--- src/rtl/tankPeriphPkg.sv ---
`default_nettype none

package tankPeriphPkg;

    localparam int DataWidth = 32;
    localparam int AddrWidth = 32;

    // AHB transfer type and size encodings
    typedef enum logic [1:0] {
        TransIdle   = 2'b00,
        TransBusy   = 2'b01,
        TransNonseq = 2'b10,
        TransSeq    = 2'b11
    } htrans_e;

    typedef enum logic [2:0] {
        SizeByte = 3'b000,
        SizeHalf = 3'b001,
        SizeWord = 3'b010
    } hsize_e;

    // Mapped values of the top address nibble
    typedef enum logic [3:0] {
        RegionRam = 4'h0,
        RegionApb = 4'h4
    } region_e;

    // One bus address seen as a RAM word address or as APB slot/register
    typedef union packed {
        struct packed {
            logic [3:0]  region;
            logic [15:0] reserved;
            logic [9:0]  wordIndex;
            logic [1:0]  byteOffset;
        } ram;
        struct packed {
            logic [3:0]  region;
            logic [11:0] reserved;
            logic [3:0]  slot;
            logic [11:0] regOffset;
        } apb;
    } socAddr_u;

    // Keypad slot and its registers
    localparam logic [3:0]  KeypadSlot      = 4'd0;
    localparam logic [11:0] KeyStateOffset  = 12'h000;
    localparam logic [11:0] IntStatusOffset = 12'h004;

endpackage

`default_nettype wire

--- src/rtl/ahbDecode.sv ---
`default_nettype none

module ahbDecode
    import tankPeriphPkg::*;
#(
    parameter int RamWords = 1024
) (
    input  wire logic                 clk,
    input  wire logic                 RSTn,
    input  wire logic [AddrWidth-1:0] haddr,
    input  wire htrans_e              htrans,
    input  wire logic                 hwrite,
    input  wire hsize_e               hsize,
    input  wire logic                 hready,
    output logic                      ramSel,
    output logic                      apbSel,
    output logic                      errSel,
    output socAddr_u                  dataAddr,
    output hsize_e                    dataSize,
    output logic                      dataWrite
);

    socAddr_u addrView;
    logic     accept;
    logic     ramHit;
    logic     apbHit;

    assign addrView = haddr;
    assign accept   = hready && (htrans == TransNonseq);

    // Region decode on the live address phase
    assign ramHit = (addrView.ram.region == RegionRam)
                 && (int'(addrView.ram.wordIndex) < RamWords);
    assign apbHit = (addrView.apb.region == RegionApb);

    // ----------------------------------------------------------
    // Data-phase selects
    // ----------------------------------------------------------
    // Updated only when the current data phase ends, so a stalled
    // transfer keeps its select
    always_ff @(posedge clk or negedge RSTn) begin
        if (!RSTn) begin
            ramSel <= 1'b0;
            apbSel <= 1'b0;
            errSel <= 1'b0;
        end else if (hready) begin
            ramSel <= accept && ramHit;
            apbSel <= accept && apbHit;
            errSel <= accept && !ramHit && !apbHit;
        end
    end

    // Attributes of the accepted transfer
    always_ff @(posedge clk) begin
        if (accept) begin
            dataAddr  <= addrView;
            dataSize  <= hsize;
            dataWrite <= hwrite;
        end
    end

endmodule

`default_nettype wire

--- config.mk ---
export PLATFORM = sky130hd
export DESIGN_NAME = ahbDecode
export DESIGN_NICKNAME = d
export VERILOG_FILES = /design/src/rtl/tankPeriphPkg.sv /design/src/rtl/ahbDecode.sv
export SDC_FILE = /design/constraint.sdc
export NUM_CORES = 1
export LEC_CHECK = 0
export BUFFER_PORTS_ARGS = -buffer_cell sky130_fd_sc_hd__buf_2
export CAP_MARGIN = 20
export CORE_MARGIN = 2
export CORE_UTILIZATION = 40
export DETAILED_ROUTE_END_ITERATION = 7
export MAX_ROUTING_LAYER = met4
export PLACE_DENSITY = 0.76
export SYNTH_ARGS = -nofsm -noshare
export SYNTH_HDL_FRONTEND = slang
export SYNTH_SLANG_ARGS = --single-unit
export TNS_END_PERCENT = 10
--- constraint.sdc ---
create_clock -name clk -period 0.81 [get_ports clk]
set_input_delay 0.162 -clock clk [delete_from_list [all_inputs] [get_ports clk]]
set_output_delay 0.162 -clock clk [all_outputs]
set_load 0.05 [all_outputs]
Yosys cells after proc, flatten, opt, wreduce, memory -nomap -nowiden
Cells that the tools add are included.

Equal/unequal tests: 2. Reductions and logical operators: 8.

Operators with widths (number): logical AND 1 bit (5); equality test 4 x 3 -> 1 bit (second input constant) (1); logical NOT 4 bit (1); equality test 2 bit (second input constant) (1); logical NOT 1 bit (2).

Bits of input ports: 41. Bits in registers: 39. Output and inout port bits: 39.

Logic depth before layout (Yosys ltp)
Word-level depth: 4. Mapped depth: 2. Mapped depth without buffers: 2.

Worst setup path after synthesis
Ideal clock, no wire load.

Path kind: in2reg. From: in htrans[0]. To: reg dataAddr[0] (netlist bit), enable pin. Buffers on the path: 0. Cell stages on the path: 1. Slack: -0.778 ns. Data arrival time: 1.189 ns. Library setup time: 0.399 ns. Path through: and3b_1.

Word-level cells in the longest chain between the ends: 2.

Ends and longest elaborated chain: from (decl) (line ahbDecode.sv:11) `input wire htrans_e htrans,`; equality test 2 bit (line ahbDecode.sv:29) `assign accept = hready && (htrans == TransNonseq);`; logical AND 1 bit (line ahbDecode.sv:29); to (signal assigned) (line ahbDecode.sv:56) `dataAddr <= addrView;`; to (decl) (line ahbDecode.sv:18) `output socAddr_u dataAddr,`.

No other way between the ends. A chain may end at the register's enable or synchronous reset.

Worst setup path in the final report
From: reg dataAddr[0] (netlist bit). To: out dataAddr[0] (netlist bit).

No word-level cell between the ends.

==> flow_metrics.py <==
metrics = {
    "placement": {
        "hpwl_um": 1790,
        "place_area_sq_um": 1710,
        "io_buffers": 79,
        "place_congestion": 0.700,
        "place_inst": 161,
    },
    "worst_setup_path": {
        "worst-path-stages": 1,
        "slowest_delay_ns": 0.44,
        "worstPathRequired_ns": 0.65,
        "r2r_setup_slack_ns": -0.03,
        "r2r-start": "apbSel",
        "critPathLaunch": "dataAddr[0]",
        "cp-start-kind": "flip-flop",
        "worstRegToRegCells": 2,
        "cp_max_fo": 1,
        "setup.worst_path.end": "dataAddr[0]",
        "critPathBufInv": 1,
        "cp.arrival_ns": 0.96,
        "critPathSlowestCell": "edfxtp_1",
        "critPathKind": "reg2out",
        "end_kind": "primary output",
        "path_cells": "buf_6",
        "crit_family": "flip-flops",
        "worstReg2RegEnd": "apbSel",
    },
    "timing": {
        "fmax_mhz": 894,
        "hold_viol": 0,
        "fin_ws_ns": -0.309,
        "fin_skew_ns": 0,
        "report.final.slew_viol_count": 0,
        "setup_viol_count_final": 40,
        "tightest_slew_ns": 0.259,
        "fin_tns_setup_ns": -10.42,
        "slew_headroom": 0.826,
        "timing.hold.ws_ns": 0.0385,
        "fin_crit_sh": 1.38,
        "grt_setup_unrepaired": "true",
        "finalCriticalPeriod_ns": 1.12,
    },
    "yosys": {
        "ys.flop_type": "edfxtp_1",
        "synthMuxAreaShare": 0,
        "synth_cell_type_count": 8,
        "synth_common_cells": "edfxtp_1 (36), dfrtp_1 (3), a32o_1 (2), inv_1 (2)",
        "synth_compound_area_frac": 0.0237,
        "synth.top_cell.area_share": 0.892,
        "yosysSeqAreaShare": 0.954,
        "synth_xor_area_frac": 0,
        "syn-num-nets": 88,
        "post_synth_inst_count": 47,
        "synth-edff-count": 36,
        "async_flop_share": 0.0769,
        "avgSynthCellArea_sq_um": 25.8,
        "yosys_warnings": 0,
        "synth_area_leaders": "edfxtp_1 (89%), dfrtp_1 (6.2%), a32o_1 (1.7%)",
        "yosysMostFrequentCell": "edfxtp_1",
        "synth_top_cell_by_area": "edfxtp_1",
        "synth_fa_ha_area_frac": 0,
        "synth_area_sq_um": 1210,
        "ys_ff_latch": 39,
        "synthSimpleGateAreaFrac": 0.0165,
        "synth_top_family_by_area": "compound AO/OA/AOI/OAI gates",
    },
    "finish": {
        "drive_gt1_frac": 0.535,
        "area_delta_synth_final_pct": 94.9,
        "layout.nets": 212,
        "num-fill-cells": 131,
        "final_cells": 203,
        "register_area_sq_um": 1160,
        "multiInputGateArea_sq_um": 52.6,
        "n_antenna_cell": 0,
        "final_area_sq_um": 2360,
    },
    "power": {
        "ir_drop_mv": 1.04,
        "power_w": 0.00442,
        "power.leakage_nw": 1.00,
        "pwr_density_cell_nw_per_um2": 1870,
    },
    "status": {
        "status": "finished with violations",
        "failed_checks": "negative setup slack",
    },
    "global_routing": {
        "grt_max_degree": 24,
        "grt_pass1_wl_um": 5160,
        "overflow": 0,
        "grt_use_total": 0.224,
        "grt_pass1_vias": 1011,
        "antenna_found_initial": 0,
    },
    "routing": {
        "drt_iter0_markers": 41,
        "wirelength_um": 3570,
        "detail-route-antenna-nets": 0,
        "vias_per_cell": 4.72,
        "wire_per_inst_um": 17.6,
        "dr.pass1.iters": 5,
        "vias": 958,
        "drc_errors": 0,
    },
    "die": {
        "start_util": 0.429,
        "die_w_um": 59.1,
        "dieArea_sq_um": 3490,
        "die_height_um": 59.1,
        "pin_count": 80,
        "core_area_sq_um": 2830,
        "placementRows": 19,
    },
    "min_path": {
        "hold_path.class": "in2reg",
    },
    "clocking": {
        "insertion_delay_ns": 0.33,
        "htreeDepth": 2,
        "clk_pin_slew_worst_paths_ns": 0.12,
        "cts_tree": "built",
        "cts_num_sinks": 39,
        "cts-root-buf": "clkbuf_4",
        "cts_inserted_buffers": 5,
        "clockBufferDepth": 2,
    },
    "run": {
        "drv_cap": 0,
    },
}
-- routing by layer --
metal / track usage / up-vias / part of all wire / wire (um)
met3: 0.0808 / 2 / 0.11 / 383
met4: 0.0519 / 0 / 0.0031 / 11
met1: 0.256 / 450 / 0.40 / 1410
li1: - / 437 / - / -
met5: - / - / 0 / 0
met2: 0.378 / 69 / 0.49 / 1760
-- how the worst min path moves through the flow --
stage,start,end,slack (ns),cells past startpoint
floorplan,RSTn,apbSel,-0.13,0
global placement,RSTn,ramSel,-0.04,1
detailed placement,RSTn,ramSel,-0.03,1
CTS,haddr[30],dataAddr[30],0.02,1
global route,haddr[30],dataAddr[30],0.02,1
finish,haddr[30],dataAddr[30],0.04,1
-- report_power, final --
group	total, W	switching [W]	leakage (nW)	internal [W]
Sequential	0.00235	0.0000498	0.372	0.00230
Clock	0.00124	0.000610	0.0426	0.000635
Combinational	0.000819	0.000454	0.588	0.000364
Total	0.00442	0.00111	1.00	0.00330
-- final cells by class --
cell class              instances  area share
well taps                      31      0.0164
inverters                       2     0.00318
multi-input cells               6      0.0222
clock inverters                 3      0.0164
flip-flops and latches         39       0.489
repair buffers                117       0.437
clock buffers                   5      0.0159
-- repair_timing --
action                                 in CTS  in global routing
resized for setup                          78                  0
pin swaps                                   1                  0
gates cloned                                0                  0
hold buffers                               33                  0
buffers inserted                            1                  0
setup endpoints to repair                  39                 40
endpoints found under the hold margin      35                  0
-- cell usage in the layout, fill, tap and decap left out, drive strengths merged --
cell,n
nor3,1
and3b,1
a32o,2
or3,1
inv,2
a22o,1
dfrtp,3
clkbuf,5
bufinv,1
buf,84
dlygate4sd3,33
edfxtp,36
clkinv,2
-- cells by family after synthesis --
kind of cell | after synthesis
simple gates | 3
flops | 39
compound gates | 3
buf+inv | 2
-- flip-flops by register name, summed over array words and instances, names as in the netlist --
| signal | flops |
|---|---|
| errSel | 1 |
| ramSel | 1 |
| dataWrite | 1 |
| dataSize | 3 |
| apbSel | 1 |
| dataAddr | 32 |
-- through the flow --
step                utilization  worst slack [ns]
floorplan                     -            -0.276
global placement          0.603            -0.244
detailed placement        0.603            -0.259
CTS                       0.835            -0.297
global route              0.835            -0.333
finish                    0.835            -0.309
No activity file was read; power rests on OpenSTA's default activity.
