===== config.mk =====
export PLATFORM = sky130hd
export DESIGN_NAME = keypadScanner
export DESIGN_NICKNAME = d
export VERILOG_FILES = /design/src/rtl/tankPeriphPkg.sv /design/src/rtl/keypadScanner.sv
export SDC_FILE = /design/constraint.sdc
export NUM_CORES = 1
export LEC_CHECK = 0
export BUFFER_PORTS_ARGS = -buffer_cell sky130_fd_sc_hd__buf_2
export CORE_UTILIZATION = 30
export CTS_CLUSTER_DIAMETER = 120
export DETAILED_ROUTE_END_ITERATION = 6
export HOLD_SLACK_MARGIN = 0.06
export SLEW_MARGIN = 20
export SYNTH_ARGS = -nofsm -noshare
export SYNTH_HDL_FRONTEND = slang
export SYNTH_SLANG_ARGS = --single-unit
export TNS_END_PERCENT = 50

===== constraint.sdc =====
create_clock -name clk -period 3.7 [get_ports clk]
set_clock_uncertainty 0.15 [all_clocks]
set_input_delay 0.925 -clock clk [delete_from_list [all_inputs] [get_ports clk]]
set_output_delay 0.925 -clock clk [all_outputs]
set_load 0.05 [all_outputs]

===== src/rtl/tankPeriphPkg.sv =====
`default_nettype none

package tankPeriphPkg;

    localparam int DataWidth = 32;
    localparam int AddrWidth = 32;

    // AHB transfer type and size encodings
    typedef enum logic [1:0] {
        TransIdle   = 2'b00,
        TransBusy   = 2'b01,
        TransNonseq = 2'b10,
        TransSeq    = 2'b11
    } htrans_e;

    typedef enum logic [2:0] {
        SizeByte = 3'b000,
        SizeHalf = 3'b001,
        SizeWord = 3'b010
    } hsize_e;

    // Mapped values of the top address nibble
    typedef enum logic [3:0] {
        RegionRam = 4'h0,
        RegionApb = 4'h4
    } region_e;

    // One bus address seen as a RAM word address or as APB slot/register
    typedef union packed {
        struct packed {
            logic [3:0]  region;
            logic [15:0] reserved;
            logic [9:0]  wordIndex;
            logic [1:0]  byteOffset;
        } ram;
        struct packed {
            logic [3:0]  region;
            logic [11:0] reserved;
            logic [3:0]  slot;
            logic [11:0] regOffset;
        } apb;
    } socAddr_u;

    // Keypad slot and its registers
    localparam logic [3:0]  KeypadSlot      = 4'd0;
    localparam logic [11:0] KeyStateOffset  = 12'h000;
    localparam logic [11:0] IntStatusOffset = 12'h004;

endpackage

`default_nettype wire


===== src/rtl/keypadScanner.sv =====
`default_nettype none

module keypadScanner
    import tankPeriphPkg::*;
#(
    parameter int ScanDivide = 16
) (
    input  wire logic                 clk,
    input  wire logic                 RSTn,
    input  wire logic [3:0]           col,
    output logic      [3:0]           row,
    input  wire logic                 psel,
    input  wire logic                 penable,
    input  wire logic                 pwrite,
    input  wire logic [11:0]          paddr,
    input  wire logic [DataWidth-1:0] pwdata,
    output logic      [DataWidth-1:0] prdata,
    output logic                      keyInt
);

    localparam int DivBits = (ScanDivide > 1) ? $clog2(ScanDivide) : 1;

    logic [DivBits-1:0] divCount;
    logic [1:0]         rowIdx;
    logic               rowEnd;
    logic [3:0]         colMeta;
    logic [3:0]         colSync;
    logic [3:0]         colPressed;
    logic [3:0]         rowKeys;
    logic [15:0]        keyState;
    logic               newPress;
    logic               intStatus;
    logic               clearWrite;

    // ----------------------------------------------------------
    // Row scan
    // ----------------------------------------------------------
    assign rowEnd = (divCount == DivBits'(ScanDivide - 1));
    assign row    = ~(4'b0001 << rowIdx);

    always_ff @(posedge clk or negedge RSTn) begin
        if (!RSTn) begin
            divCount <= '0;
            rowIdx   <= 2'd0;
        end else if (rowEnd) begin
            divCount <= '0;
            rowIdx   <= rowIdx + 2'd1;
        end else begin
            divCount <= divCount + DivBits'(1);
        end
    end

    // Keypad pins are asynchronous
    always_ff @(posedge clk or negedge RSTn) begin
        if (!RSTn) begin
            colMeta <= 4'hF;
            colSync <= 4'hF;
        end else begin
            colMeta <= col;
            colSync <= colMeta;
        end
    end

    // ----------------------------------------------------------
    // Key state and interrupt
    // ----------------------------------------------------------
    // Columns are active low, bit index is row * 4 + column
    assign colPressed = ~colSync;
    assign rowKeys    = keyState[{rowIdx, 2'b00} +: 4];
    assign newPress   = rowEnd && (|(colPressed & ~rowKeys));

    always_ff @(posedge clk or negedge RSTn) begin
        if (!RSTn) begin
            keyState <= '0;
        end else if (rowEnd) begin
            keyState[{rowIdx, 2'b00} +: 4] <= colPressed;
        end
    end

    assign clearWrite = psel && penable && pwrite
                     && (paddr == IntStatusOffset) && pwdata[0];

    // A press in the same cycle as the clear wins
    always_ff @(posedge clk or negedge RSTn) begin
        if (!RSTn) begin
            intStatus <= 1'b0;
        end else if (newPress) begin
            intStatus <= 1'b1;
        end else if (clearWrite) begin
            intStatus <= 1'b0;
        end
    end

    assign keyInt = intStatus;

    // Register read mux
    always_comb begin
        case (paddr)
            KeyStateOffset:  prdata = {{(DataWidth-16){1'b0}}, keyState};
            IntStatusOffset: prdata = {{(DataWidth-1){1'b0}}, intStatus};
            default:         prdata = '0;
        endcase
    end

endmodule

`default_nettype wire


# Word-level counts from Yosys, hierarchy flattened
# Cells that the tools add are included.
[classes] n_addsub=3 eq_ne=2 n_shift=4 n_mux=5 bitwise_logic=4 reduce_logical=8
[op_table] op="one-hot mux 16 bit (2 select lines)" count=1
[op_table] op="bitwise mux 16 bit" count=1
[op_table] op="variable shift 4 x 6 -> 16 bit, first input constant" count=1
[op_table] op="indexed part select 16 x 5 -> 4 bit" count=1
[op_table] op="indexed part select 4 x 6 -> 16 bit" count=1
[op_table] op="equality test 12 x 3 -> 1 bit, second input constant" count=1
[op_table] op="zero test 12 bit" count=1
[op_table] op="inverter 4 bit" count=3
[op_table] op="negator 4 -> 6 bit" count=1
[op_table] op="logical AND 1 bit" count=5
[op_table] op="adder 4 x 1 -> 4 bit, second input constant" count=1
[op_table] op="AND 4 bit" count=1
[op_table] op="equality test 4 bit, second input constant" count=1
[op_table] op="2-to-1 mux 4 bit" count=1
[op_table] op="OR reduction 4 bit" count=1
[op_table] op="left shift 1 x 2 -> 4 bit, first input constant" count=1
[op_table] op="adder 2 x 1 -> 2 bit, second input constant" count=1
[op_table] op="2-to-1 mux 1 bit" count=2
[op_table] op="nonzero test 2 bit" count=1
[word_totals] ff_bits=31 in_bits=53 word_cells=32

# Depth between registers and ports, before layout
[logic_depth] ltp_word=6 depth_mapped=6 mapped_depth_nobuf=5

# Worst setup path after synthesis
# OpenSTA, ideal clock, no wires.
[synth_timing] path_kind="input to output" from="input port paddr[5]" to="output port prdata[10]" t_arrival_ns=2.080 required_ns=2.625 slack_ns=0.545 path_stages=5 path_buffers=1 cell_sequence="nor4_1 -> nand4b_1 -> nor2_2 -> buf_4 -> and2_1"
[synth_between] elab_chain_cells=2 word_cells_on_any_way=3 cone_classes="1 x eq/ne; 1 x mux; 1 x reduce/logical"
[synth_rtl] element="start: declaration" line_no="keypadScanner.sv:15" rtl="input wire logic [11:0] paddr,"
[synth_rtl] element="equality test 12 x 3 -> 1 bit / zero test 12 bit (equally long branches)" line_no="keypadScanner.sv:98" rtl="case (paddr)"
[synth_rtl] element="one-hot mux 16 bit (2 select lines) *" line_no="keypadScanner.sv:98"
[synth_rtl] element="end: declaration" line_no="keypadScanner.sv:17" rtl="output logic [DataWidth-1:0] prdata,"
# Every way passes the cells marked *; elsewhere a longest branch is shown, timed or not.

# Worst setup path in the final report
[layout_timing] from="input port paddr[5]" to="output port prdata[9]"
# The elaborated chain is that of the path after synthesis.

==> results.md <==
* Status: finished, violations left
* Failing checks: DRC
* Post-Syn Area per Cell at 10.83 sq um
* Cell Area, Synth at 0.001592 sq mm
* CP startpoint kind: input pin
* Die Y at 74.84 microns
* Buffers added on ports at 42
* Internal Power at 517.9 uW
* CTS tree: built
* Post-synth ARST share at 1.000
* Area of the multi-input gates at 691.9 sq um
* Nets at 252
* Crit-path max cell delay at 0.30 ns
* Final WS setup at 0.3868 ns
* Reg-to-Reg End: keyState[2]
* Pre-CTS setup slack at 0.3811 ns
* Starting DRT DRC Count at 44
* Worst slew margin at 0.5554
* Die width at 74.84 microns
* Core Area at 0.005107 sq mm
* Area grow syn2layout at 19.42%
* Gr usage total at 0.1268
* Worst Path Buf+Inv at 3
* Clock Power Share at 0.389
* Clock buffer count from CTS at 5
* Vias in the first global route at 1,094
* Critical path peak fanout at 15
* Min-delay src: colMeta[3]
* Hold depth at 0
* Post-detailed-route DRC marker count at 1
* Reg area at 785.8 sq um
* Site row count at 26
* Max cap viols at 0
* Layout fillers at 523
* HP Class: flip-flop to flip-flop
* Largest net degree at the start of global routing at 32
* H-Tree Depth at 2
* First-pass GRT wire length at 5133 microns
* Post-synth top area share at 0.3616
* Most common cell on crit path: buf_2
* Die area at 0.005600 sq mm
* Comb pwr share at 0.090
* WP data required at 2.62 ns
* Worst path arrival time at 2.24 ns
* Initial antenna violation count at 0
* Switching Share at 0.2571
* Gr ovfl total at 0
* Post-synth cell types at 28
* Wire per inst at 11.43 microns
* RSZ-0062 raised after global routing: false
* Setup violators final at 0
* Part of the power in registers at 0.521
* P_leak at 0.0009647 uW
* Drt pass-1 iters at 6
* Clk Latency, worst-skew pair at 0.28 ns
* Postcts setup bufs at 0
* Yosys Warn Count at 0
* CP delay by family, top: simple AND/OR/NAND/NOR gates
* Reg2reg start: rowIdx[0]
* Antenna-violating nets left at 0
* Mapped Cells at 147
* Clk pin slew, worst setup/hold paths at 0.06 ns
* Worst Hold Path EP: colSync[3]
* Pwr dens at 366.8 mW/mm^2
* Starting Density at 0.3116
* CTS resizes at 0
* Post-synth top cells: dfrtp_1 (23), nand2_1 (22), buf_4 (17)
* Crit-path slowest cell: nor4_1
* Top cells by area, synth: dfrtp_1 (36%), dfstp_2 (13%), buf_4 (8.0%)
* Via Count at 1,143
* CTS root buf: clkbuf_8
* Top_reg_cell synth: dfrtp_1
* Slew Limit Fails at 0
* Switch Pwr at 179.2 uW
* GP Congestion at 0.7613
* Layout cells sized above 1 at 0.3144
* DRT Wirelength at 3017 microns
* I/O pin count at 90
* Hold_buf cts at 0
* Fin crit share at 0.8955
* Maximum achievable frequency at 0.3018 GHz
* Register-to-register setup slack at 1.68 ns
* Period minus WS final at 3.313 ns
* IR drop worst, VDD at 0.1662 mV
* Worst Tran Pin Value at 0.6668 ns
* Setup crit start: paddr[5]
* Worst reg2reg path depth at 4
* CTS sink cnt at 31
* Top-count cell post-synth: dfrtp_1
* Vias per cell at 4.330
* Worst setup EP type: primary output
* Post-synth EDFFs at 0
* Sequential area share after synthesis at 0.4937
* Number of diodes at 0
* TNS Setup at 0 ns
* Area leader, netlist: dfrtp_1
* CP Cell Sequence: buf_2, nor4_1, nand4b_1, nor2_2, buf_4, and2_1, buf_2
* Critical path class: input pin to primary output
* Clk buf depth at 2
* Hold Violations, Final at 0
* Hpwl dp at 2314 microns
* Synth Register Bits at 31
## layer usage
metal,vias up,global-route usage,wire length (microns)
met5,-,0,0
met3,5,0.03614,151
li1,572,-,-
met2,33,0.2102,1493
met1,533,0.1563,1333
met4,0,0.05031,38
## cells by family (layout without fill, tap and decap cells)
| family | after synthesis | in the layout | share of synthesized area |
|---|---|---|---|
| XOR/XNOR | 2 | 2 | 0.01101 |
| adder cells (fa/ha/maj) | 6 | 6 | 0.04717 |
| buffers and inverters | 26 | 58 | 0.1069 |
| multiplexers | 5 | 5 | 0.06997 |
| other | 1 | 16 | 0.002356 |
| AO/OA/AOI/OAI | 24 | 24 | 0.1022 |
| flip-flops | 31 | 31 | 0.4937 |
| AND/OR/NAND/NOR | 52 | 52 | 0.1667 |
## metrics by stage
step                      power [uW]  cell area (sq um)  std cells    util  hold WS (ns)
final                          697.2               1901        264  0.3721        0.2058
after global routing           733.5               1901        264  0.3721        0.2093
after CTS                      706.3               1901        264  0.3721        0.2067
after detailed placement       432.6               1809        256  0.3542        0.1975
after global placement         431.3               1809        256  0.3542        0.1970
after floorplan                423.4               1648        162       -        0.1952
## power by group through the flow
stage,Clock (uW),Sequential (uW),Combinational [uW]
floorplan,0,365,58.1
global placement,0,369,62.6
detailed placement,0,369,63.6
CTS,280,363,63.7
global route,299,365,69.7
finish,271,363,62.9
## final cells by class
cell class | count | area share
clock inverters | 1 | 0.002633
repair buffers | 43 | 0.1145
multi-input cells | 105 | 0.3641
clock buffers | 7 | 0.04542
well taps | 70 | 0.04608
inverters | 7 | 0.01382
flip-flops and latches | 31 | 0.4134
## worst register-to-register path: cells and delay by family, from the launching register on
family | cells | cell delay [ns]
and+or+nand+nor | 1 | 0.43
AOI/OAI and AO/OA | 1 | 0.22
buffers and inverters | 1 | 0.20
DFF | 1 | 0.53
adders and majority gates | 1 | 0.39
## placed cells by master, fill, tap and decap left out, types with 2 or more instances in the layout
cell,n
and3_1,2
mux4_1,3
nor2_1,3
conb_1,16
dfstp_2,8
o22ai_1,2
nand3_1,4
inv_1,7
nor4_1,2
clkbuf_8,6
dfrtp_1,23
buf_2,42
ha_1,6
and2_1,15
o21ai_0,4
nand2_1,22
o31ai_1,16
## sequential cells by signal, indices dropped and copies added (netlist names)
name	flops
colSync	4
rowIdx	2
colMeta	4
keyState	16
divCount	4
keyInt	1
## worst max path at each step
stage                     cells after the start  slack, ns          to
after global placement                        7       0.39   prdata[1]
after detailed placement                      7       0.38   prdata[9]
after floorplan                               5       0.55  prdata[10]
after CTS                                     7       0.38   prdata[9]
after global routing                          7       0.26   prdata[1]
final                                         7       0.39   prdata[9]
Power figures use the tool's default switching activity.
