**config.mk**
```make
export PLATFORM = sky130hd
export DESIGN_NAME = responseMerge
export DESIGN_NICKNAME = d
export VERILOG_FILES = /design/src/rtl/tankPeriphPkg.sv /design/src/rtl/responseMerge.sv
export SDC_FILE = /design/constraint.sdc
export NUM_CORES = 1
export LEC_CHECK = 0
export ABC_CLOCK_PERIOD_IN_PS = 1300
export BUFFER_PORTS_ARGS = -buffer_cell sky130_fd_sc_hd__buf_2
export CORE_UTILIZATION = 21
export DETAILED_ROUTE_END_ITERATION = 16
export PLACE_DENSITY = 0.86
export SLEW_MARGIN = 20
export SYNTH_ARGS = -nofsm -noshare
export SYNTH_HDL_FRONTEND = slang
export SYNTH_SLANG_ARGS = --single-unit
```
**constraint.sdc**
```tcl
create_clock -name clk -period 1.3 [get_ports clk]
set_input_delay 0.325 -clock clk [delete_from_list [all_inputs] [get_ports clk]]
set_output_delay 0.325 -clock clk [all_outputs]
set_load 0.1 [all_outputs]
```
**src/rtl/tankPeriphPkg.sv**
```systemverilog
`default_nettype none

package tankPeriphPkg;

    localparam int DataWidth = 32;
    localparam int AddrWidth = 32;

    // AHB transfer type and size encodings
    typedef enum logic [1:0] {
        TransIdle   = 2'b00,
        TransBusy   = 2'b01,
        TransNonseq = 2'b10,
        TransSeq    = 2'b11
    } htrans_e;

    typedef enum logic [2:0] {
        SizeByte = 3'b000,
        SizeHalf = 3'b001,
        SizeWord = 3'b010
    } hsize_e;

    // Mapped values of the top address nibble
    typedef enum logic [3:0] {
        RegionRam = 4'h0,
        RegionApb = 4'h4
    } region_e;

    // One bus address seen as a RAM word address or as APB slot/register
    typedef union packed {
        struct packed {
            logic [3:0]  region;
            logic [15:0] reserved;
            logic [9:0]  wordIndex;
            logic [1:0]  byteOffset;
        } ram;
        struct packed {
            logic [3:0]  region;
            logic [11:0] reserved;
            logic [3:0]  slot;
            logic [11:0] regOffset;
        } apb;
    } socAddr_u;

    // Keypad slot and its registers
    localparam logic [3:0]  KeypadSlot      = 4'd0;
    localparam logic [11:0] KeyStateOffset  = 12'h000;
    localparam logic [11:0] IntStatusOffset = 12'h004;

endpackage

`default_nettype wire

```
**src/rtl/responseMerge.sv**
```systemverilog
`default_nettype none

module responseMerge
    import tankPeriphPkg::*;
(
    input  wire logic                 clk,
    input  wire logic                 RSTn,
    input  wire logic                 ramSel,
    input  wire logic                 apbSel,
    input  wire logic                 errSel,
    input  wire logic [DataWidth-1:0] ramRdata,
    input  wire logic [DataWidth-1:0] bridgeRdata,
    input  wire logic                 bridgeReady,
    input  wire logic                 bridgeErr,
    output logic      [DataWidth-1:0] hrdata,
    output logic                      hready,
    output logic                      hresp
);

    logic errFirst;
    logic errSecond;

    // ----------------------------------------------------------
    // Two-cycle ERROR response
    // ----------------------------------------------------------
    assign errFirst = (errSel || bridgeErr) && !errSecond;

    always_ff @(posedge clk or negedge RSTn) begin
        if (!RSTn) begin
            errSecond <= 1'b0;
        end else begin
            errSecond <= errFirst;
        end
    end

    assign hresp = errFirst || errSecond;

    // Only the bridge stalls, the RAM never does
    always_comb begin
        if (errFirst) begin
            hready = 1'b0;
        end else if (errSecond) begin
            hready = 1'b1;
        end else if (apbSel) begin
            hready = bridgeReady;
        end else begin
            hready = 1'b1;
        end
    end

    always_comb begin
        if (apbSel) begin
            hrdata = bridgeRdata;
        end else if (ramSel) begin
            hrdata = ramRdata;
        end else begin
            hrdata = '0;
        end
    end

endmodule

`default_nettype wire

```
==> impl_metrics.tcl, run 1 <==
set metrics [dict create \
    yosysMostFrequentCell "a22o_1" \
    syn_avg_cell_area_um2 8.550 \
    status "aborted with a tool error" \
    synth_edf_count 0 \
    dp_hpwl_um 3255 \
    synthTopCellsByCount "a22o_1 (31), buf_6 (4), buf_2 (3)" \
    io_buffer_count 104 \
    rows 15 \
    synth_cell_types 11 \
    synth_area_leaders "a22o_1 (66%), buf_6 (11%), dfrtp_1 (6.1%)" \
    netlist_instances 48 \
    async_flop_share_pct 100.0 \
    synth-main-ff-cell "dfrtp_1" \
    outcome.stop_stage "detailed placement (3_5_place_dp)" \
    die_width_um 46.21 \
    initial_core_util_pct 23.02 \
    synth_top_area_share_pct 66.16 \
    gp_congestion 0.7136 \
    synth-seq-cells 1 \
    synth_warnings 0 \
    seq_area_frac_synth_pct 6.098 \
    synth_area_leader_cell "a22o_1" \
    pin_count 105 \
    die_y_um 46.21 \
    error "[ERROR DPL-0033] detailed placement checks failed during check placement." \
    syn_nets 119 \
    synth_area_um2 410.4 \
]
kinds of logic after synthesis:
logic type | share of synthesized area (%)
compound gates | 69.21
simple gates | 10.06
buf+inv | 14.63
flops | 6.097
per-stage QoR:
step,instance area [um2],setup WS (ns),cells
after global placement,1754,-0.1535,175
after floorplan,698.2,-0.1903,48
==> run 2, diff against run 1 <==
CORE_AREA = 2 2 63 65   (was unset)
CORE_UTILIZATION = unset   (was 21)
DIE_AREA = 0 0 65 67   (was unset)
PLACE_DENSITY = unset   (was 0.86)
PLACE_DENSITY_LB_ADDON = 0.15   (was unset)
==> impl_metrics.tcl, run 2 <==
set metrics [dict create \
    status "finished with violations" \
    violations "setup timing" \
    track_usage_pct 11.15 \
    drtPass1Iterations 2 \
    drt_iter0_drc 2 \
    coreArea_um2 3606 \
    grt_pass1_vias 951 \
    cap_violations 0 \
    io_buffer_count 104 \
    gp_congestion 0.6423 \
    cp.arrival_ns 1.15 \
    drc 0 \
    reg_top3 "errSecond (1)" \
    hold_violations 0 \
    synth-main-ff-cell "dfrtp_1" \
    ant_nets 0 \
    clk_latency_ns 0 \
    period_needed_ns 1.473 \
    use_met1_pct 10.81 \
    design.die.area_um2 4355 \
    start_kind "input port" \
    path_class "input port to output port" \
    fillers 322 \
    setup_viol 31 \
    synth_area_leaders "a22o_1 (66%), buf_6 (11%), dfrtp_1 (6.1%)" \
    top_register "errSecond" \
    nNetsFinal 227 \
    skew_ns 0 \
    initial_core_util_pct 11.38 \
    fin_tns_setup_ns -4.995 \
    dp_hpwl_um 2363 \
    grt_util_met2_pct 23.84 \
    required_ns 0.98 \
    netlist_instances 48 \
    place_area_um2 1785 \
    grt_overflow 0 \
    leakage_nw 0.9429 \
    yosysMostFrequentCell "a22o_1" \
    busiest_layer "met2" \
    die_width_um 65 \
    synth_cell_types 11 \
    grt_pass1_wl_um 3946 \
    vias 848 \
    synth_top_area_share_pct 66.16 \
    rows 22 \
    cts_hold_buf 0 \
    grt_max_degree 21 \
    synthTopCellsByCount "a22o_1 (31), buf_6 (4), buf_2 (3)" \
    area_delta_synth_final_pct 360.4 \
    async_flop_share_pct 100.0 \
    worst_slew_pin_slew_ns 0.2993 \
    fin_util_pct 52.39 \
    synth_area_leader_cell "a22o_1" \
    rsz0062_at_grt "yes" \
    use_met3_pct 3.547 \
    drive_above_1_share_pct 96.75 \
    seq_area_frac_synth_pct 6.098 \
    max_freq_ghz 0.6789 \
    worst-path-max-fanout 20 \
    avgRoutedWirePerCell_um 13.38 \
    p_per_area_nw_per_um2 750.4 \
    fin_ws_ns -0.1730 \
    synth_edf_count 0 \
    final_common_cell "buf_2" \
    relSlewSlack_pct 80.05 \
    routed_via_density 4.198 \
    die_y_um 67 \
    worstHoldPathType "input port to asynchronous set/reset pin" \
    pin_count 105 \
    syn_nets 119 \
    peakVddDrop_mv 0.2955 \
    largest_reg_flops 1 \
    syn_avg_cell_area_um2 8.550 \
    clkTransAtPathRegs_ns 0 \
    diodes 0 \
    synth-seq-cells 1 \
    end_kind "output port" \
    finalInstanceArea_um2 1889 \
    final_cell_mix "buf_2 (67), buf_12 (38), a22o_4 (31)" \
    synth_warnings 0 \
    routed_wirelength_um 2703 \
    synth_area_um2 410.4 \
    antenna_found_initial 0 \
    period_share_pct 113.3 \
    maxSlewViolCount 0 \
]
run 2: cell families after synthesis:
kind of cell | synth area share, %
AOI/OAI and AO/OA | 69.21
and+or+nand+nor | 10.06
buffers and inverters | 14.63
DFF | 6.097
run 2: cell type report:
| class | count | area (um2) | area share, % |
|---|---|---|---|
| well taps | 48 | 60.06 | 3.179 |
| repair buffers | 113 | 1187 | 62.85 |
| flip-flops and latches | 1 | 25.02 | 1.325 |
| multi-input cells | 40 | 616.8 | 32.65 |
run 2: per-layer routing:
metal	share of wire (%)	up-vias
met1	30	374
met5	0	-
li1	-	415
met3	13	0
met2	57	59
met4	0	0
run 2: where the power goes:
part	total [W]	switching [W]	internal (W)	leakage, nW
sequential	0.0000372	0.00000185	0.0000353	0.0120
clock	0	0	0	0
combinational	0.00138	0.000811	0.000570	0.931
total	0.00142	0.000813	0.000605	0.943
run 2: worst max-delay path: stages:
cell     delay (ns)
buf_12         0.11
nor2b_4        0.18
buf_12         0.21
a22o_4         0.15
buf_12         0.16
run 2: path summary, 6_finish.rpt:
| path | start | to | slack (ns) | cells past startpoint |
|---|---|---|---|---|
| worst min register to register | errSecond | errSecond | 0.52 | 2 |
| worst min-delay path | RSTn | errSecond | 0.10 | 1 |
| min in group clk | errSecond | errSecond | 0.52 | 2 |
| worst max register to register | errSecond | errSecond | 0.64 | 2 |
| max in group asynchronous | RSTn | errSecond | 1.11 | 1 |
| worst max-delay path | apbSel | hrdata[16] | -0.17 | 5 |
run 2: stage by stage:
step           std cells  setup slack, ns  hold WS [ns]  total power, W
6_report             202          -0.1730        0.1021        0.001418
5_1_grt              202          -0.2004        0.1046        0.001457
4_1_cts              201          -0.1912        0.1029        0.001419
3_5_place_dp         200          -0.2057        0.1029        0.001388
3_3_place_gp         200          -0.1810       0.09899        0.001373
2_1_floorplan         48          -0.1903       0.02941       0.0008710
run 2: timing repair:
item,in CTS,in global routing
resized for setup,13,4
pin swaps,2,3
setup buffers,0,1
setup endpoints to repair,34,33
gates cloned,1,0
Note: power is estimated with default switching activity, not from simulation.
==> run 3, diff against run 2 <==
SKIP_LAST_GASP = 1   (was unset)
==> impl_metrics.tcl, run 3 (synthesized netlist as in run 2, its figures left out) <==
set metrics [dict create \
    critPathMostFrequentCell "buf_12" \
    maxSlewViolCount 0 \
    clkTransAtPathRegs_ns 0 \
    cts_hold_buf 0 \
    relSlewSlack_pct 80.05 \
    avgRoutedWirePerCell_um 13.29 \
    max_freq_ghz 0.6746 \
    end_kind "output port" \
    cap_violations 0 \
    critPathBufInv 3 \
    p_per_area_nw_per_um2 753.5 \
    grt_pass1_vias 943 \
    critPathLaunch "ramSel" \
    worst-path-max-fanout 20 \
    gp_congestion 0.6423 \
    status "finished with violations" \
    use_met1_pct 10.81 \
    final-seq-area_um2 25.02 \
    largest_reg_flops 1 \
    violations "setup timing" \
    hold_violations 0 \
    rr_startpoint "errSecond" \
    drive_above_1_share_pct 96.10 \
    antenna_found_initial 0 \
    reg_top3 "errSecond (1)" \
    fin_ws_ns -0.1823 \
    cp.arrival_ns 1.16 \
    pin_count 105 \
    track_usage_pct 11.12 \
    busiest_layer "met2" \
    routed_wirelength_um 2684 \
    routed_via_density 4.198 \
    period_share_pct 114.0 \
    drt_iter0_drc 5 \
    grt_overflow 0 \
    use_met3_pct 3.547 \
    grt_util_met2_pct 23.71 \
    clk_latency_ns 0 \
    path_class "input port to output port" \
    coreArea_um2 3606 \
    peakVddDrop_mv 0.2956 \
    ant_nets 0 \
    leakage_nw 0.9366 \
    period_needed_ns 1.482 \
    critical_path.top_delay_family "buffers and inverters" \
    required_ns 0.98 \
    die_width_um 65 \
    io_buffer_count 104 \
    fin_util_pct 51.94 \
    grt_max_degree 21 \
    nNetsFinal 227 \
    path_cells "buf_2, nor2b_4, buf_12, a22o_4, buf_12" \
    slowest_stage "nor2b_4" \
    worstHoldPathType "input port to asynchronous set/reset pin" \
    initial_core_util_pct 11.38 \
    final_common_cell "buf_2" \
    max_stage_delay_ns 0.21 \
    drtPass1Iterations 2 \
    rrSetupSlack_ns 0.64 \
    grt_pass1_wl_um 3946 \
    dp_hpwl_um 2363 \
    place_ws_ns -0.2057 \
    multiInputGateArea_um2 606.8 \
    vias 848 \
    start_kind "input port" \
    worst_slew_pin_slew_ns 0.2993 \
    rsz0062_at_grt "yes" \
    design.die.area_um2 4355 \
    fillers 324 \
    die_y_um 67 \
    skew_ns 0 \
    final_cell_mix "buf_2 (68), buf_12 (38), a22o_4 (30)" \
    area_delta_synth_final_pct 356.4 \
    top_register "errSecond" \
    diodes 0 \
    drc 0 \
    setup_viol 32 \
    rows 22 \
]
-- run 3: changes by cell type in the layout (fill, tap and decap cells not counted) --
cell	delta
a22o_2	+1
a22o_4	-1
buf_2	+1
buf_6	-1
nand2_1	+1
nand2_2	-1
-- run 3: layout make-up --
type	instances	share of cell area, %
repair buffers	113	63.06
flip-flops and latches	1	1.336
multi-input cells	40	32.40
well taps	48	3.206
-- run 3: repair_timing --
item,4_1_cts,5_1_grt
gates resized for setup,11,3
buffers inserted,0,1
gates cloned,1,0
pin swaps,2,2
setup endpoints to repair,34,33
-- run 3: worst reg2reg max path: cells and delay by family (launching register included) --
kind / cells / cell delay (ns)
buffers and inverters: 1 / 0.14
DFF: 1 / 0.35
and+or+nand+nor: 1 / 0.09
-- run 3: path summary, 6_finish.rpt --
path                         endpoint  cells after the start
max                        hrdata[16]                      5
min                         errSecond                      1
max reg2reg                 errSecond                      2
min reg2reg                 errSecond                      2
max in group asynchronous   errSecond                      1
min in group clk            errSecond                      2
-- run 3: where the power goes --
group          internal, W  switching (W)  leakage, nW
registers        0.0000353     0.00000185       0.0120
logic             0.000565       0.000809        0.925
clock network            0              0            0
-- run 3: stage by stage --
stage               power [W]  cell area, um2  hold WS, ns  cells  setup TNS, ns
detailed placement   0.001388            1785       0.1029    200         -5.713
floorplan           0.0008710           698.2      0.02941     48         -2.864
global placement     0.001373            1785      0.09899    200         -5.131
finish               0.001411            1873       0.1022    202         -5.233
global route         0.001451            1873       0.1046    202         -6.109
CTS                  0.001416            1849       0.1029    201         -5.221
-- run 3: layer usage --
| metal | wire [um] | vias up | part of all wire [%] |
|---|---|---|---|
| li1 | - | 414 | - |
| met1 | 820 | 375 | 31 |
| met2 | 1513 | 59 | 56 |
| met3 | 350 | 0 | 13 |
| met4 | 0 | 0 | 0 |
| met5 | 0 | - | 0 |
