$ cat config.mk
export PLATFORM = sky130hd
export DESIGN_NAME = apbBridge
export DESIGN_NICKNAME = d
export VERILOG_FILES = /design/src/rtl/tankPeriphPkg.sv /design/src/rtl/apbBridge.sv
export SDC_FILE = /design/constraint.sdc
export NUM_CORES = 1
export LEC_CHECK = 0
export ABC_CLOCK_PERIOD_IN_PS = 4000
export BUFFER_PORTS_ARGS = -buffer_cell sky130_fd_sc_hd__buf_2
export CORE_AREA = 2 2 70 72
export CTS_CLUSTER_DIAMETER = 60
export DETAILED_ROUTE_END_ITERATION = 8
export DIE_AREA = 0 0 72 74
export GPL_TIMING_DRIVEN = 0
export PLACE_DENSITY = 0.79
export SYNTH_ARGS = -nofsm -noshare
export SYNTH_HDL_FRONTEND = slang
export SYNTH_SLANG_ARGS = --single-unit
$ cat constraint.sdc
create_clock -name clk -period 4 [get_ports clk]
set_clock_uncertainty 0.05 [all_clocks]
set_input_delay 0.8 -clock clk [delete_from_list [all_inputs] [get_ports clk]]
set_output_delay 0.8 -clock clk [all_outputs]
set_load 0.01 [all_outputs]
$ cat src/rtl/tankPeriphPkg.sv
`default_nettype none

package tankPeriphPkg;

    localparam int DataWidth = 32;
    localparam int AddrWidth = 32;

    // AHB transfer type and size encodings
    typedef enum logic [1:0] {
        TransIdle   = 2'b00,
        TransBusy   = 2'b01,
        TransNonseq = 2'b10,
        TransSeq    = 2'b11
    } htrans_e;

    typedef enum logic [2:0] {
        SizeByte = 3'b000,
        SizeHalf = 3'b001,
        SizeWord = 3'b010
    } hsize_e;

    // Mapped values of the top address nibble
    typedef enum logic [3:0] {
        RegionRam = 4'h0,
        RegionApb = 4'h4
    } region_e;

    // One bus address seen as a RAM word address or as APB slot/register
    typedef union packed {
        struct packed {
            logic [3:0]  region;
            logic [15:0] reserved;
            logic [9:0]  wordIndex;
            logic [1:0]  byteOffset;
        } ram;
        struct packed {
            logic [3:0]  region;
            logic [11:0] reserved;
            logic [3:0]  slot;
            logic [11:0] regOffset;
        } apb;
    } socAddr_u;

    // Keypad slot and its registers
    localparam logic [3:0]  KeypadSlot      = 4'd0;
    localparam logic [11:0] KeyStateOffset  = 12'h000;
    localparam logic [11:0] IntStatusOffset = 12'h004;

endpackage

`default_nettype wire

$ cat src/rtl/apbBridge.sv
`default_nettype none

module apbBridge
    import tankPeriphPkg::*;
(
    input  wire logic                 clk,
    input  wire logic                 RSTn,
    input  wire logic                 apbSel,
    input  wire socAddr_u             dataAddr,
    input  wire logic                 dataWrite,
    input  wire logic [DataWidth-1:0] hwdata,
    output logic                      psel,
    output logic                      penable,
    output logic                      pwrite,
    output logic      [11:0]          paddr,
    output logic      [DataWidth-1:0] pwdata,
    input  wire logic [DataWidth-1:0] prdata,
    output logic      [DataWidth-1:0] bridgeRdata,
    output logic                      bridgeReady,
    output logic                      bridgeErr
);

    // Idle doubles as the setup phase when a fresh select arrives
    localparam logic [1:0] StIdle   = 2'd0;
    localparam logic [1:0] StAccess = 2'd1;
    localparam logic [1:0] StDone   = 2'd2;

    logic [1:0] state;
    logic       slotHit;
    logic       start;

    assign slotHit = (dataAddr.apb.slot == KeypadSlot);
    assign start   = apbSel && (state == StIdle);

    // ----------------------------------------------------------
    // APB side
    // ----------------------------------------------------------
    // Setup straight from the registered select, access one cycle later
    assign psel    = (start && slotHit) || (state == StAccess);
    assign penable = (state == StAccess);
    assign pwrite  = dataWrite;
    assign paddr   = dataAddr.apb.regOffset;
    assign pwdata  = hwdata;

    // ----------------------------------------------------------
    // AHB side
    // ----------------------------------------------------------
    // Empty slot gives no APB cycle and an error at once
    assign bridgeErr   = start && !slotHit;
    assign bridgeReady = (state == StDone);

    always_ff @(posedge clk or negedge RSTn) begin
        if (!RSTn) begin
            state <= StIdle;
        end else begin
            case (state)
                StIdle: begin
                    if (apbSel) begin
                        state <= slotHit ? StAccess : StDone;
                    end
                end
                StAccess: state <= StDone;
                default:  state <= StIdle;
            endcase
        end
    end

    // Read data held for the completing cycle
    always_ff @(posedge clk) begin
        if (state == StAccess) begin
            bridgeRdata <= prdata;
        end
    end

endmodule

`default_nettype wire

After elaboration in Yosys (flattened, before gate mapping)
Index checks and enable logic that the tools add are counted.
{ "totals": {"ff_bits": 34, "out_inout_bits": 81, "elab_cells": 15, "inputBits": 100} }
{ "op_classes": {"eq_ne": 3, "muxes": 3, "n_reduce_logical": 7} }
{ "op_table": {"columns": ["operator", "n"], "rows": [
  ["$logic_not A4 Y1", 1],
  ["$mux W2", 2],
  ["$pmux W2 S2", 1],
  ["$logic_and A1 B1 Y1", 3],
  ["$eq A2 B1 Y1 const B", 1],
  ["$eq A2 B2 Y1 const B", 1],
  ["$logic_not A2 Y1", 1],
  ["$ne A2 B2 Y1 const B", 1],
  ["$logic_not A1 Y1", 1],
  ["$logic_or A1 B1 Y1", 1]
]} }

Longest topological paths before layout
Gate-level depths: netlist (run 1).
{ "logic_depth": {"word_depth": 4, "depth_mapped": 2} }

Worst setup path after synthesis (run 1)
OpenSTA, ideal clock, no wires.
{ "synth_path": {"path_type": "input to output", "startpoint": "input port dataAddr[13] (netlist name)", "endpoint": "output port psel", "t_arrival_ns": 1.511, "slack_ns": 1.639, "path_stages": 2, "required_ns": 3.150, "n_path_buf": 0, "path_cell_list": "or4_4 -> o21ai_2"} }
{ "synth_via": {"elab_chain_len": 3} }
{ "synth_lines": {"columns": ["element", "line", "source"], "rows": [
  ["start: declaration", "apbBridge.sv:9", "input wire socAddr_u dataAddr,"],
  ["$logic_not A4 Y1", "apbBridge.sv:32", "assign slotHit = (dataAddr.apb.slot == KeypadSlot);"],
  ["$logic_and A1 B1 Y1", "apbBridge.sv:39", "assign psel = (start && slotHit) || (state == StAccess);"],
  ["$logic_or A1 B1 Y1", "apbBridge.sv:39", null],
  ["end: declaration", "apbBridge.sv:12", "output logic psel,"]
]} }
Every way passes these cells.

Worst setup path in the final report (run 1)
{ "layout_path": {"startpoint": "register state[1]", "endpoint": "output port penable"} }
{ "layout_via": {"elab_chain_len": 1} }
{ "layout_lines": {"columns": ["element", "line", "source"], "rows": [
  ["start: declaration", "apbBridge.sv:28", "logic [1:0] state;"],
  ["start signal: assignment", "apbBridge.sv:54", "state <= StIdle;"],
  ["start signal: assignment", "apbBridge.sv:59", "state <= slotHit ? StAccess : StDone;"],
  ["start signal: assignment", "apbBridge.sv:62", "StAccess: state <= StDone;"],
  ["$eq A2 B1 Y1", "apbBridge.sv:40", "assign penable = (state == StAccess);"],
  ["end: declaration", "apbBridge.sv:13", "output logic penable,"]
]} }
Every way passes these cells.

==> results of run 1 <==
==> flip-flops by register name (all words and copies together), names as in the netlist <==
name	cells
bridgeRdata	32
state	2
==> routing by layer <==
metal,GRT usage [%],vias to the layer above
met4,5.66,0
met2,22.9,101
met1,11.2,480
met3,6.23,4
met5,0,-
li1,-,514
==> path summary, 6_finish.rpt <==
kind | startpoint | endpoint | cells past startpoint
hold / removal | RSTn | state[0]$_DFFE_PN0P_ | 1
max in group asynchronous | RSTn | state[0]$_DFFE_PN0P_ | 1
setup / recovery | state[1]$_DFFE_PN0P_ | penable | 3
hold reg to reg | state[1]$_DFFE_PN0P_ | state[0]$_DFFE_PN0P_ | 2
setup reg to reg | state[1]$_DFFE_PN0P_ | bridgeRdata[0]$_DFFE_PP_ | 2
min in group clk | state[1]$_DFFE_PN0P_ | state[0]$_DFFE_PN0P_ | 2
==> stage by stage <==
| stage | total power (uW) | hold slack, ns |
|---|---|---|
| 5_1_grt | 751 | 0.233 |
| 4_1_cts | 731 | 0.236 |
| 3_5_place_dp | 504 | 0.511 |
| 2_1_floorplan | 456 | 0.454 |
| 6_report | 718 | 0.247 |
| 3_3_place_gp | 503 | 0.495 |
==> area by class of cell <==
class,instances,area (um2)
Buffer,45,338
Clock buffer,6,72.6
Clock inverter,2,8.76
Fill cell,443,2430
Inverter,1,3.75
Multi-Input combinational cell,10,66.3
Sequential cell,34,1010
Tap cell,54,67.6
Timing Repair Buffer,119,596
==> worst max-delay path: stages, from the launching register on <==
cell and delay (ns):
dfrtp_1 0.39, nand2b_1 0.18, inv_1 0.85, buf_2 0.29
==> power by group <==
group / switching (uW) / internal (uW) / leakage, uW
Sequential: 1.15 / 393 / 0.000315
Combinational: 39.8 / 61.0 / 0.000722
Clock: 104 / 119 / 0.0000426
Total: 145 / 573 / 0.00108
==> cell families (layout without fill, tap and decap cells) <==
kind of cell           after synthesis  after routing  synth area share (%)
AO/OA/AOI/OAI                        2              2                 0.970
buffers and inverters               46            173                  24.1
AND/OR/NAND/NOR                      8              8                  3.70
flip-flops                          34             34                  71.3
==> layout by cell type, fill, tap and decap left out, drive strengths merged <==
master,n
buf,164
edfxtp,32
clkbuf,6
nand2b,2
nor2,2
dfrtp,2
o21ai,2
clkinv,2
inv,1
or4,1
nor4,1
or3b,1
nor2b,1
==> cells in the mapped netlist <==
cell      instances
nand2b_1          2
nor2_1            2
nor4_1            1
nor2b_1           1
o21ai_0           1
edfxtp_1         32
inv_1             1
o21ai_2           1
buf_4            45
dfrtp_1           2
or3b_2            1
or4_4             1
==> summary.md, run 1 <==
| Metric | Value |
|---|---|
| Status | complete, no violations |
| Grt ovf | 0 |
| Routed length on met3 | roughly 520 um |
| Placed instance area | 0.00208 mm2 |
| Setup crit end kind | primary output |
| Rel. slew slack | 22.4% |
| Setup TNS | 0 ns |
| Wire length per cell | roughly 13 um |
| Vias/cell | 4.06 |
| Critical path peak fanout | 33 |
| Largest net degree at the start of global routing | 34 |
| Total GRT Usage | 12.3% |
| DRT Pass-1 Iters | 4 |
| Clock Latency Late Sink | 0.27 ns |
| FF-to-FF setup slack | approximately 2.1 ns |
| Net count after synthesis | 190 |
| PwrDens | 332 mW/mm2 |
| Vias in the first global route | between 1000 and 1500 |
| Post-Route WL | 3.44 mm |
| Root Driver | clkbuf_8 |
| Peak VDD IR | 0.119 mV |
| Min Clock Period, post-route | ~2.8 ns |
| Initial core utilization | between 30% and 40% |
| Post-CTS Resized | 0 |
| CTS tree | done |
| Max-cap viol count | 0 |
| Final ANT Viol Nets | 0 |
| Setup ws final | 1.15 ns |
| Sink Count | 34 |
| CP Class | flop to primary output |
| RSZ-0062 raised after global routing | false |
| Final Slew Violations | 0 |
| Part of the cycle the worst path needs | 71.2% |
| Register area share after synthesis | 71.3% |
| Die area | between 0.005 and 0.006 mm2 |
| Post-CTS Hold Buffers | 0 |
| Post-layout instance area | about 0.0022 mm2 |
| Max Used Layer | met4 |
| Ant diodes | 0 |
| Postcts setup bufs | 0 |
| Clock buffer depth | 2 |
| GP Congestion | 0.698 |
| Nets | about 320 |
| P&R area growth vs syn | 52.5% |
| # rows | 25 |
| Hold Path Class | input port to async pin |
| Die width | between 70 and 80 um |
| Top cell type's share of synthesized area | 67.7% |
| Number of distinct library cells after synthesis | 12 |
| DR WL met2 | 1.86 mm |
| Data arrival time of the critical path | roughly 2.0 ns |
| Vias | 1099 |
| Syn avg cell area | 15.8 um2 |
| Cell Area, Synth | 0.00142 mm2 |
| Port Buf Inserts | 119 |
| Top achievable clock speed | about 0.35 GHz |
| Top Ports | 181 |
| Top cells by area, synth | edfxtp_1 68%, buf_4 24%, dfrtp_1 3.5% |
| Final Util | between 40 and 50% |
| Initial antenna violation count | 0 |
| Leakage | 0.00108 uW |
| Seq cells post-synth | 34 |
| Worst EP required | 3.15 ns |
| Clock slew at reported path FFs | 0.06 ns |
| Pre-CTS setup slack | 1.42 ns |
| Final hold vios | 0 |
| Total CTS buffers | 5 |
| Remaining DRCs | 0 |
| Non-Filler Instances | 271 |
| Metal-1 WL | 1.03 mm |
| Post-Syn Instances | 90 |
| CP startpoint kind | flop |
| Fraction of layout instances using a drive strength above 1 | 79.7% |
| DIE HEIGHT | 74 um |
| Initial DRC count | 26 |
| First-pass GRT wire length | 4.80 mm |
| Worst Tran Pin Value | between 1 and 1.5 ns |
| H-tree levels | 2 |
| Syn. warnings | 0 |
| Core area | ~0.0046 mm2 |
| Placed cells | 263 |
| # setup viols final | 0 |
| Synth area leader | edfxtp_1 |
Power figures use the tool's default switching activity.
==> run 2, diff against run 1 <==
- ABC_CLOCK_PERIOD_IN_PS: 4000 -> 2400
- CORE_AREA: 2 2 70 72 -> not set
- CORE_UTILIZATION: not set -> 29
- DIE_AREA: 0 0 72 74 -> not set
- PLACE_DENSITY: 0.79 -> 0.77
- clock period: 4 -> 2.4 ns (I/O delays scaled with it)
==> summary.md, run 2 (same netlist as run 1, synthesis figures left out) <==
| Metric | Value |
|---|---|
| Top reg by flops | bridgeRdata |
| Vias/cell | 3.94 (-2.8%) |
| RSZ-0062 raised after global routing | false |
| Fillers | 441 (-0.45%) |
| Worst EP required | 1.87 ns (-1.28 ns) |
| Clock Latency Late Sink | 0.27 ns (about the same) |
| Final ANT Viol Nets | 0 (unchanged) |
| DIE HEIGHT | 71.9 um (-2.8%) |
| Sw Share | 20.8% (+0.63 points) |
| Sink Count | 34 (unchanged) |
| Vias in the first global route | 1083 (+2.8%) |
| Initial core utilization | 30.0% (-0.82 points) |
| Rel. slew slack | 52.4% (+30 points) |
| Clock buffer depth | 2 (unchanged) |
| Initial DRC count | 28 (+7.7%) |
| CP Class | flop to primary output |
| Reg2reg path depth | 2 (unchanged) |
| Seq pwr share | 54.4% (-0.5 points) |
| WHS Path Cells | 1 |
| Status | complete, no violations |
| Final hold vios | 0 (unchanged) |
| Fraction of layout instances using a drive strength above 1 | 79.9% (+0.19 points) |
| Levels on crit path | 3 (unchanged) |
| Die area | 0.00518 mm2 (-2.9%) |
| Grt ovf | 0 (unchanged) |
| Top Ports | 181 (unchanged) |
| H-tree levels | 2 (unchanged) |
| CP peak stage delay | 0.41 ns (-0.44 ns) |
| Remaining DRCs | 0 (unchanged) |
| Port Buf Inserts | 119 (unchanged) |
| First-pass GRT wire length | 5.14 mm (+7.0%) |
| Clock slew at reported path FFs | 0.06 ns (about the same) |
| Leakage | 0.00107 uW (-0.54%) |
| Data arrival time of the critical path | 1.62 ns (-0.38 ns) |
| Setup crit end kind | primary output |
| Wire length per cell | 13.2 um (+4.2%) |
| Worst Tran Pin Value | 0.710 ns (-0.453 ns) |
| Most common cell after layout, fill and taps aside | buf_2 |
| Bufs and invs on worst path | 2 (unchanged) |
| Initial antenna violation count | 0 (unchanged) |
| Crit-path slowest cell | clkinvlp_4 |
| GP Congestion | 0.716 (+2.5%) |
| Setup TNS | 0 ns (unchanged) |
| P&R area growth vs syn | 54.9% |
| Die width | 71.9 um (about the same) |
| # rows | 25 (unchanged) |
| Core area | 0.00472 mm2 (+2.7%) |
| Register Area | 0.00101 mm2 (unchanged) |
| DRT Pass-1 Iters | 4 (unchanged) |
| Part of the cycle the worst path needs | 89.7% |
| Total GRT Usage | 13.6% (+1.2 points) |
| Logic pwr share | 14.2% (+0.2 points) |
| Clock power frac | 31.4% (+0.3 points) |
| CP Cell Sequence | nand2b_1, clkinvlp_4, buf_2 |
| Regs by FF count | bridgeRdata (32), state (2) |
| Post-DP HPWL | 3.20 mm |
| Non-Filler Instances | 286 (+5.5%) |
| Peak VDD IR | 0.199 mV (+67%) |
| Vias | 1127 (+2.5%) |
| Final Slew Violations | 0 (unchanged) |
| Root Driver | clkbuf_8 |
| CTS tree | done |
| Max-cap viol count | 0 (unchanged) |
| Area of the multi-input gates | 66.3 um2 (unchanged) |
| Nets | 318 (+0.63%) |
| Placed cells | 276 (+4.9%) |
| Max reg flops | 32 (unchanged) |
| Largest net degree at the start of global routing | 34 (unchanged) |
| Commonest non-fill, non-tap cells in the layout | 119 x buf_2, 45 x buf_4, 32 x edfxtp_1, 5 x clkbuf_8 |
| Switching pwr | 251 uW (+74%) |
| Internal power | 957 uW (+67%) |
| Postcts setup bufs | 0 (unchanged) |
| PwrDens | 550 mW/mm2 (+66%) |
| Post-Route WL | 3.78 mm (+10%) |
| Total CTS buffers | 5 (unchanged) |
| Critical path peak fanout | 17 (-48%) |
| Ant diodes | 0 (unchanged) |
| # setup viols final | 0 (unchanged) |
| Family with the most delay on the worst path | buffers and inverters |
| Min Clock Period, post-route | 2.15 ns |
| CP startpoint kind | flop |
| Top achievable clock speed | approximately 0.46 GHz |
| Hold Path Class | input port to flop |
run 2: area by class of cell:
type | count | share of cell area [%]
inverter | 1 | 0.341
sequential | 34 | 46.0
multi-input combinational | 10 | 3.02
tap | 67 | 3.81
clock buffer | 6 | 3.30
clock inverter | 2 | 0.398
timing repair buffer | 120 | 27.5
buffer | 45 | 15.4
timing repair inverter | 1 | 0.228
run 2: worst register-to-register path, delay by kind of cell (launching register included):
kind	cells	cell delay (ns)
buffers and inverters	1	0.67
flip-flops	1	0.37
AND/OR/NAND/NOR	1	0.29
run 2: repair_timing:
action,in CTS,in global routing
hold endpoints to repair,2,0
hold buffers,1,0
pin swaps,0,0
endpoints found under the setup margin,1,1
resized for setup,1,0
gates cloned,0,1
run 2: metrics by stage:
step	hold WS, ns	total power, uW	worst slack (ns)	util [%]	instance area (um2)
global route	0.310	1270	0.100	46.5	2200
detailed placement	0.218	843	0.0930	44.4	2100
global placement	0.215	839	0.178	44.4	2100
CTS	0.316	1230	0.0346	46.4	2190
finish	0.326	1210	0.248	46.5	2200
floorplan	0.134	760	0.628	-	1420
run 2: metal layers:
metal / wire [um] / vias up / track usage, %
met1: 1190 / 500 / 13.2
met5: 0 / - / 0
met3: 432 / 5 / 4.72
met2: 2080 / 103 / 25.6
li1: - / 519 / -
met4: 85 / 0 / 6.32
run 2: final timing paths:
kind	startpoint	slack [ns]	to
max	state[1]$_DFFE_PN0P_	0.25	penable
min	prdata[27]	0.33	bridgeRdata[27]$_DFFE_PP_
max reg2reg	state[1]$_DFFE_PN0P_	0.55	bridgeRdata[10]$_DFFE_PP_
min reg2reg	state[0]$_DFFE_PN0P_	0.52	state[0]$_DFFE_PN0P_
max in group asynchronous	RSTn	1.74	state[1]$_DFFE_PN0P_
min in group asynchronous	RSTn	0.46	state[0]$_DFFE_PN0P_
run 2: power groups by stage:
stage	sequential (uW)	clock (uW)	combinational [uW]
final	657	379	172
after global routing	657	426	185
after CTS	657	398	175
after detailed placement	670	0	173
after global placement	669	0	170
after floorplan	671	0	88.3
==> run 3, diff against run 2 <==
- CORE_ASPECT_RATIO: not set -> 1.75
==> summary.md, run 3 (same netlist as run 1, synthesis figures left out) <==
| Metric | Value |
|---|---|
| Gr busiest metal | met2 |
| Ant diodes | 0 (unchanged) |
| Top Ports | 181 (unchanged) |
| CP startpoint kind | flop |
| Fillers | 459 (+4.1%) |
| DIE HEIGHT | 94.5 um (+31%) |
| Initial DRC count | 3 (-89%) |
| Max reg flops | 32 (unchanged) |
| RSZ-0062 raised after global routing | false |
| Most common cell after layout, fill and taps aside | buf_2 |
| Wire length per cell | 14.9 um (+12%) |
| Die width | 54.9 um (-24%) |
| Leakage | 0.00110 uW (+2.4%) |
| Vias/cell | 4.13 (+4.8%) |
| Hold Path Class | input port to flop |
| Remaining DRCs | 0 (unchanged) |
| Setup crit end kind | primary output |
| Met1 Use GR | 15.4% (+2.1 points) |
| Commonest non-fill, non-tap cells in the layout | 119 x buf_2, 45 x buf_4, 32 x edfxtp_1, 5 x clkbuf_8 |
| Routing usage on met3 | 8.21% (+3.5 points) |
| PwrDens | 654 mW/mm2 (+19%) |
| Critical path peak fanout | 17 (unchanged) |
| H-tree levels | 2 (unchanged) |
| Largest net degree at the start of global routing | 18 (-47%) |
| # setup viols final | 0 (unchanged) |
| Final ANT Viol Nets | 0 (unchanged) |
| Setup TNS | 0 ns (unchanged) |
| Vias in the first global route | 1049 (-3.1%) |
| Hold Path Sink | bridgeRdata[22]$_DFFE_PP_ |
| Final hold vios | 0 (unchanged) |
| Reg-to-reg startpoint | state[1]$_DFFE_PN0P_ |
| Data arrival time of the critical path | 1.57 ns (-0.05 ns) |
| Initial core utilization | 30.1% (+0.10 points) |
| Clock slew at reported path FFs | 0.08 ns (+0.02 ns) |
| FF-to-FF setup slack | 0.57 ns (+0.02 ns) |
| Crit-path slowest cell | clkinvlp_4 |
| Port Buf Inserts | 119 (unchanged) |
| Grt ovf | 0 (unchanged) |
| Status | complete, no violations |
| Sink Count | 34 (unchanged) |
| Die area | 0.00519 mm2 (+0.22%) |
| Pre-CTS setup slack | 0.0614 ns (-0.0316 ns) |
| WHS Path Cells | 1 (unchanged) |
| CP Class | flop to primary output |
| DRT Pass-1 Iters | 4 (unchanged) |
| Core area | 0.00471 mm2 (-0.34%) |
| Min-delay src | prdata[22] |
| Initial antenna violation count | 0 (unchanged) |
| # rows | 33 (+32%) |
| Met2 Use GR | 24.7% (-0.88 points) |
| Overall power | 1460 uW (+21%) |
| Part of the cycle the worst path needs | 87.5% (-2.2 points) |
| Placed cells | 261 (-5.4%) |
| CP Cell Sequence | nand2b_1, clkinvlp_4, buf_2 |
| Smallest hold slack | 0.317 ns (-0.00867 ns) |
| Max-cap viol count | 0 (unchanged) |
| Fraction of layout instances using a drive strength above 1 | 80.8% (+0.91 points) |
| Clock buffer depth | 2 (unchanged) |
| Top achievable clock speed | 0.476 GHz (+2.5%) |
| Total GRT Usage | 15.2% (+1.6 points) |
| Post-Route WL | 4.03 mm (+6.6%) |
| Peak VDD IR | 0.448 mV (+120%) |
| Worst Tran Pin Value | 0.732 ns (+0.0216 ns) |
| CTS tree | done |
| Total CTS buffers | 5 (unchanged) |
| First-pass GRT wire length | 5.10 mm (-0.80%) |
| P&R area growth vs syn | 57.6% |
| Root Driver | clkbuf_8 |
| Nets | 318 (unchanged) |
| Clock Latency Late Sink | 0.28 ns (about the same) |
| Final Slew Violations | 0 (unchanged) |
| Reg2reg path depth | 2 (unchanged) |
| Top reg by flops | bridgeRdata |
| Postcts setup bufs | 0 (unchanged) |
| Rel. slew slack | 51.0% (-1.4 points) |
| Regs by FF count | bridgeRdata (32), state (2) |
| GP Congestion | 0.877 (+22%) |
| CP peak stage delay | 0.39 ns (-0.02 ns) |
| Setup ws final | 0.299 ns (+0.0517 ns) |
| Vias | 1119 (-0.71%) |
| Reg-to-Reg End | bridgeRdata[14]$_DFFE_PP_ |
| Non-Filler Instances | 271 (-5.2%) |
| Worst EP required | 1.87 ns (about the same) |
| Min Clock Period, post-route | 2.10 ns (-0.0517 ns) |
-- run 3: routing by layer --
| layer | up-vias | wire, um |
|---|---|---|
| met2 | 134 | 1860 |
| met1 | 456 | 1310 |
| met5 | - | 0 |
| met3 | 7 | 802 |
| met4 | 0 | 62 |
| li1 | 522 | - |
-- run 3: layout make-up --
class,count,area [um2],area share [%]
plain buffers,45,338,15.1
clock buffers,5,68.8,3.08
clock inverters,3,68.8,3.08
inverters,1,7.51,0.336
multi-input cells,10,66.3,2.97
flip-flops and latches,34,1010,45.2
well taps,52,65.1,2.91
repair buffers,120,606,27.1
repair inverters,1,5.00,0.224
-- run 3: worst max-delay path by stage --
stage	to	start	cells past startpoint
after CTS	penable	state[1]$_DFFE_PN0P_	3
after detailed placement	penable	state[1]$_DFFE_PN0P_	3
after floorplan	penable	state[1]$_DFFE_PN0P_	2
final	penable	state[1]$_DFFE_PN0P_	3
after global routing	penable	state[1]$_DFFE_PN0P_	3
after global placement	penable	state[1]$_DFFE_PN0P_	3
-- run 3: worst max-delay path, delay by kind of cell, from the launching register on --
family / cells / cell delay, ns
DFF: 1 / 0.37
buffers and inverters: 2 / 0.66
and+or+nand+nor: 1 / 0.26
-- run 3: stage by stage --
stage                     utilization (%)  cell area (um2)
after floorplan                         -             1420
after global placement               44.2             2080
after detailed placement             44.2             2080
after CTS                            47.5             2240
after global routing                 47.5             2240
final                                47.5             2240
-- run 3: what timing repair did --
action | in CTS | in global routing
hold buffers | 1 | 0
endpoints found under the hold margin | 2 | 0
gates resized for setup | 1 | 0
endpoints found under the setup margin | 1 | 0
-- run 3: power by group --
part	internal (uW)	switching (uW)
combinational	103	70.8
sequential	654	1.97
clock	416	216
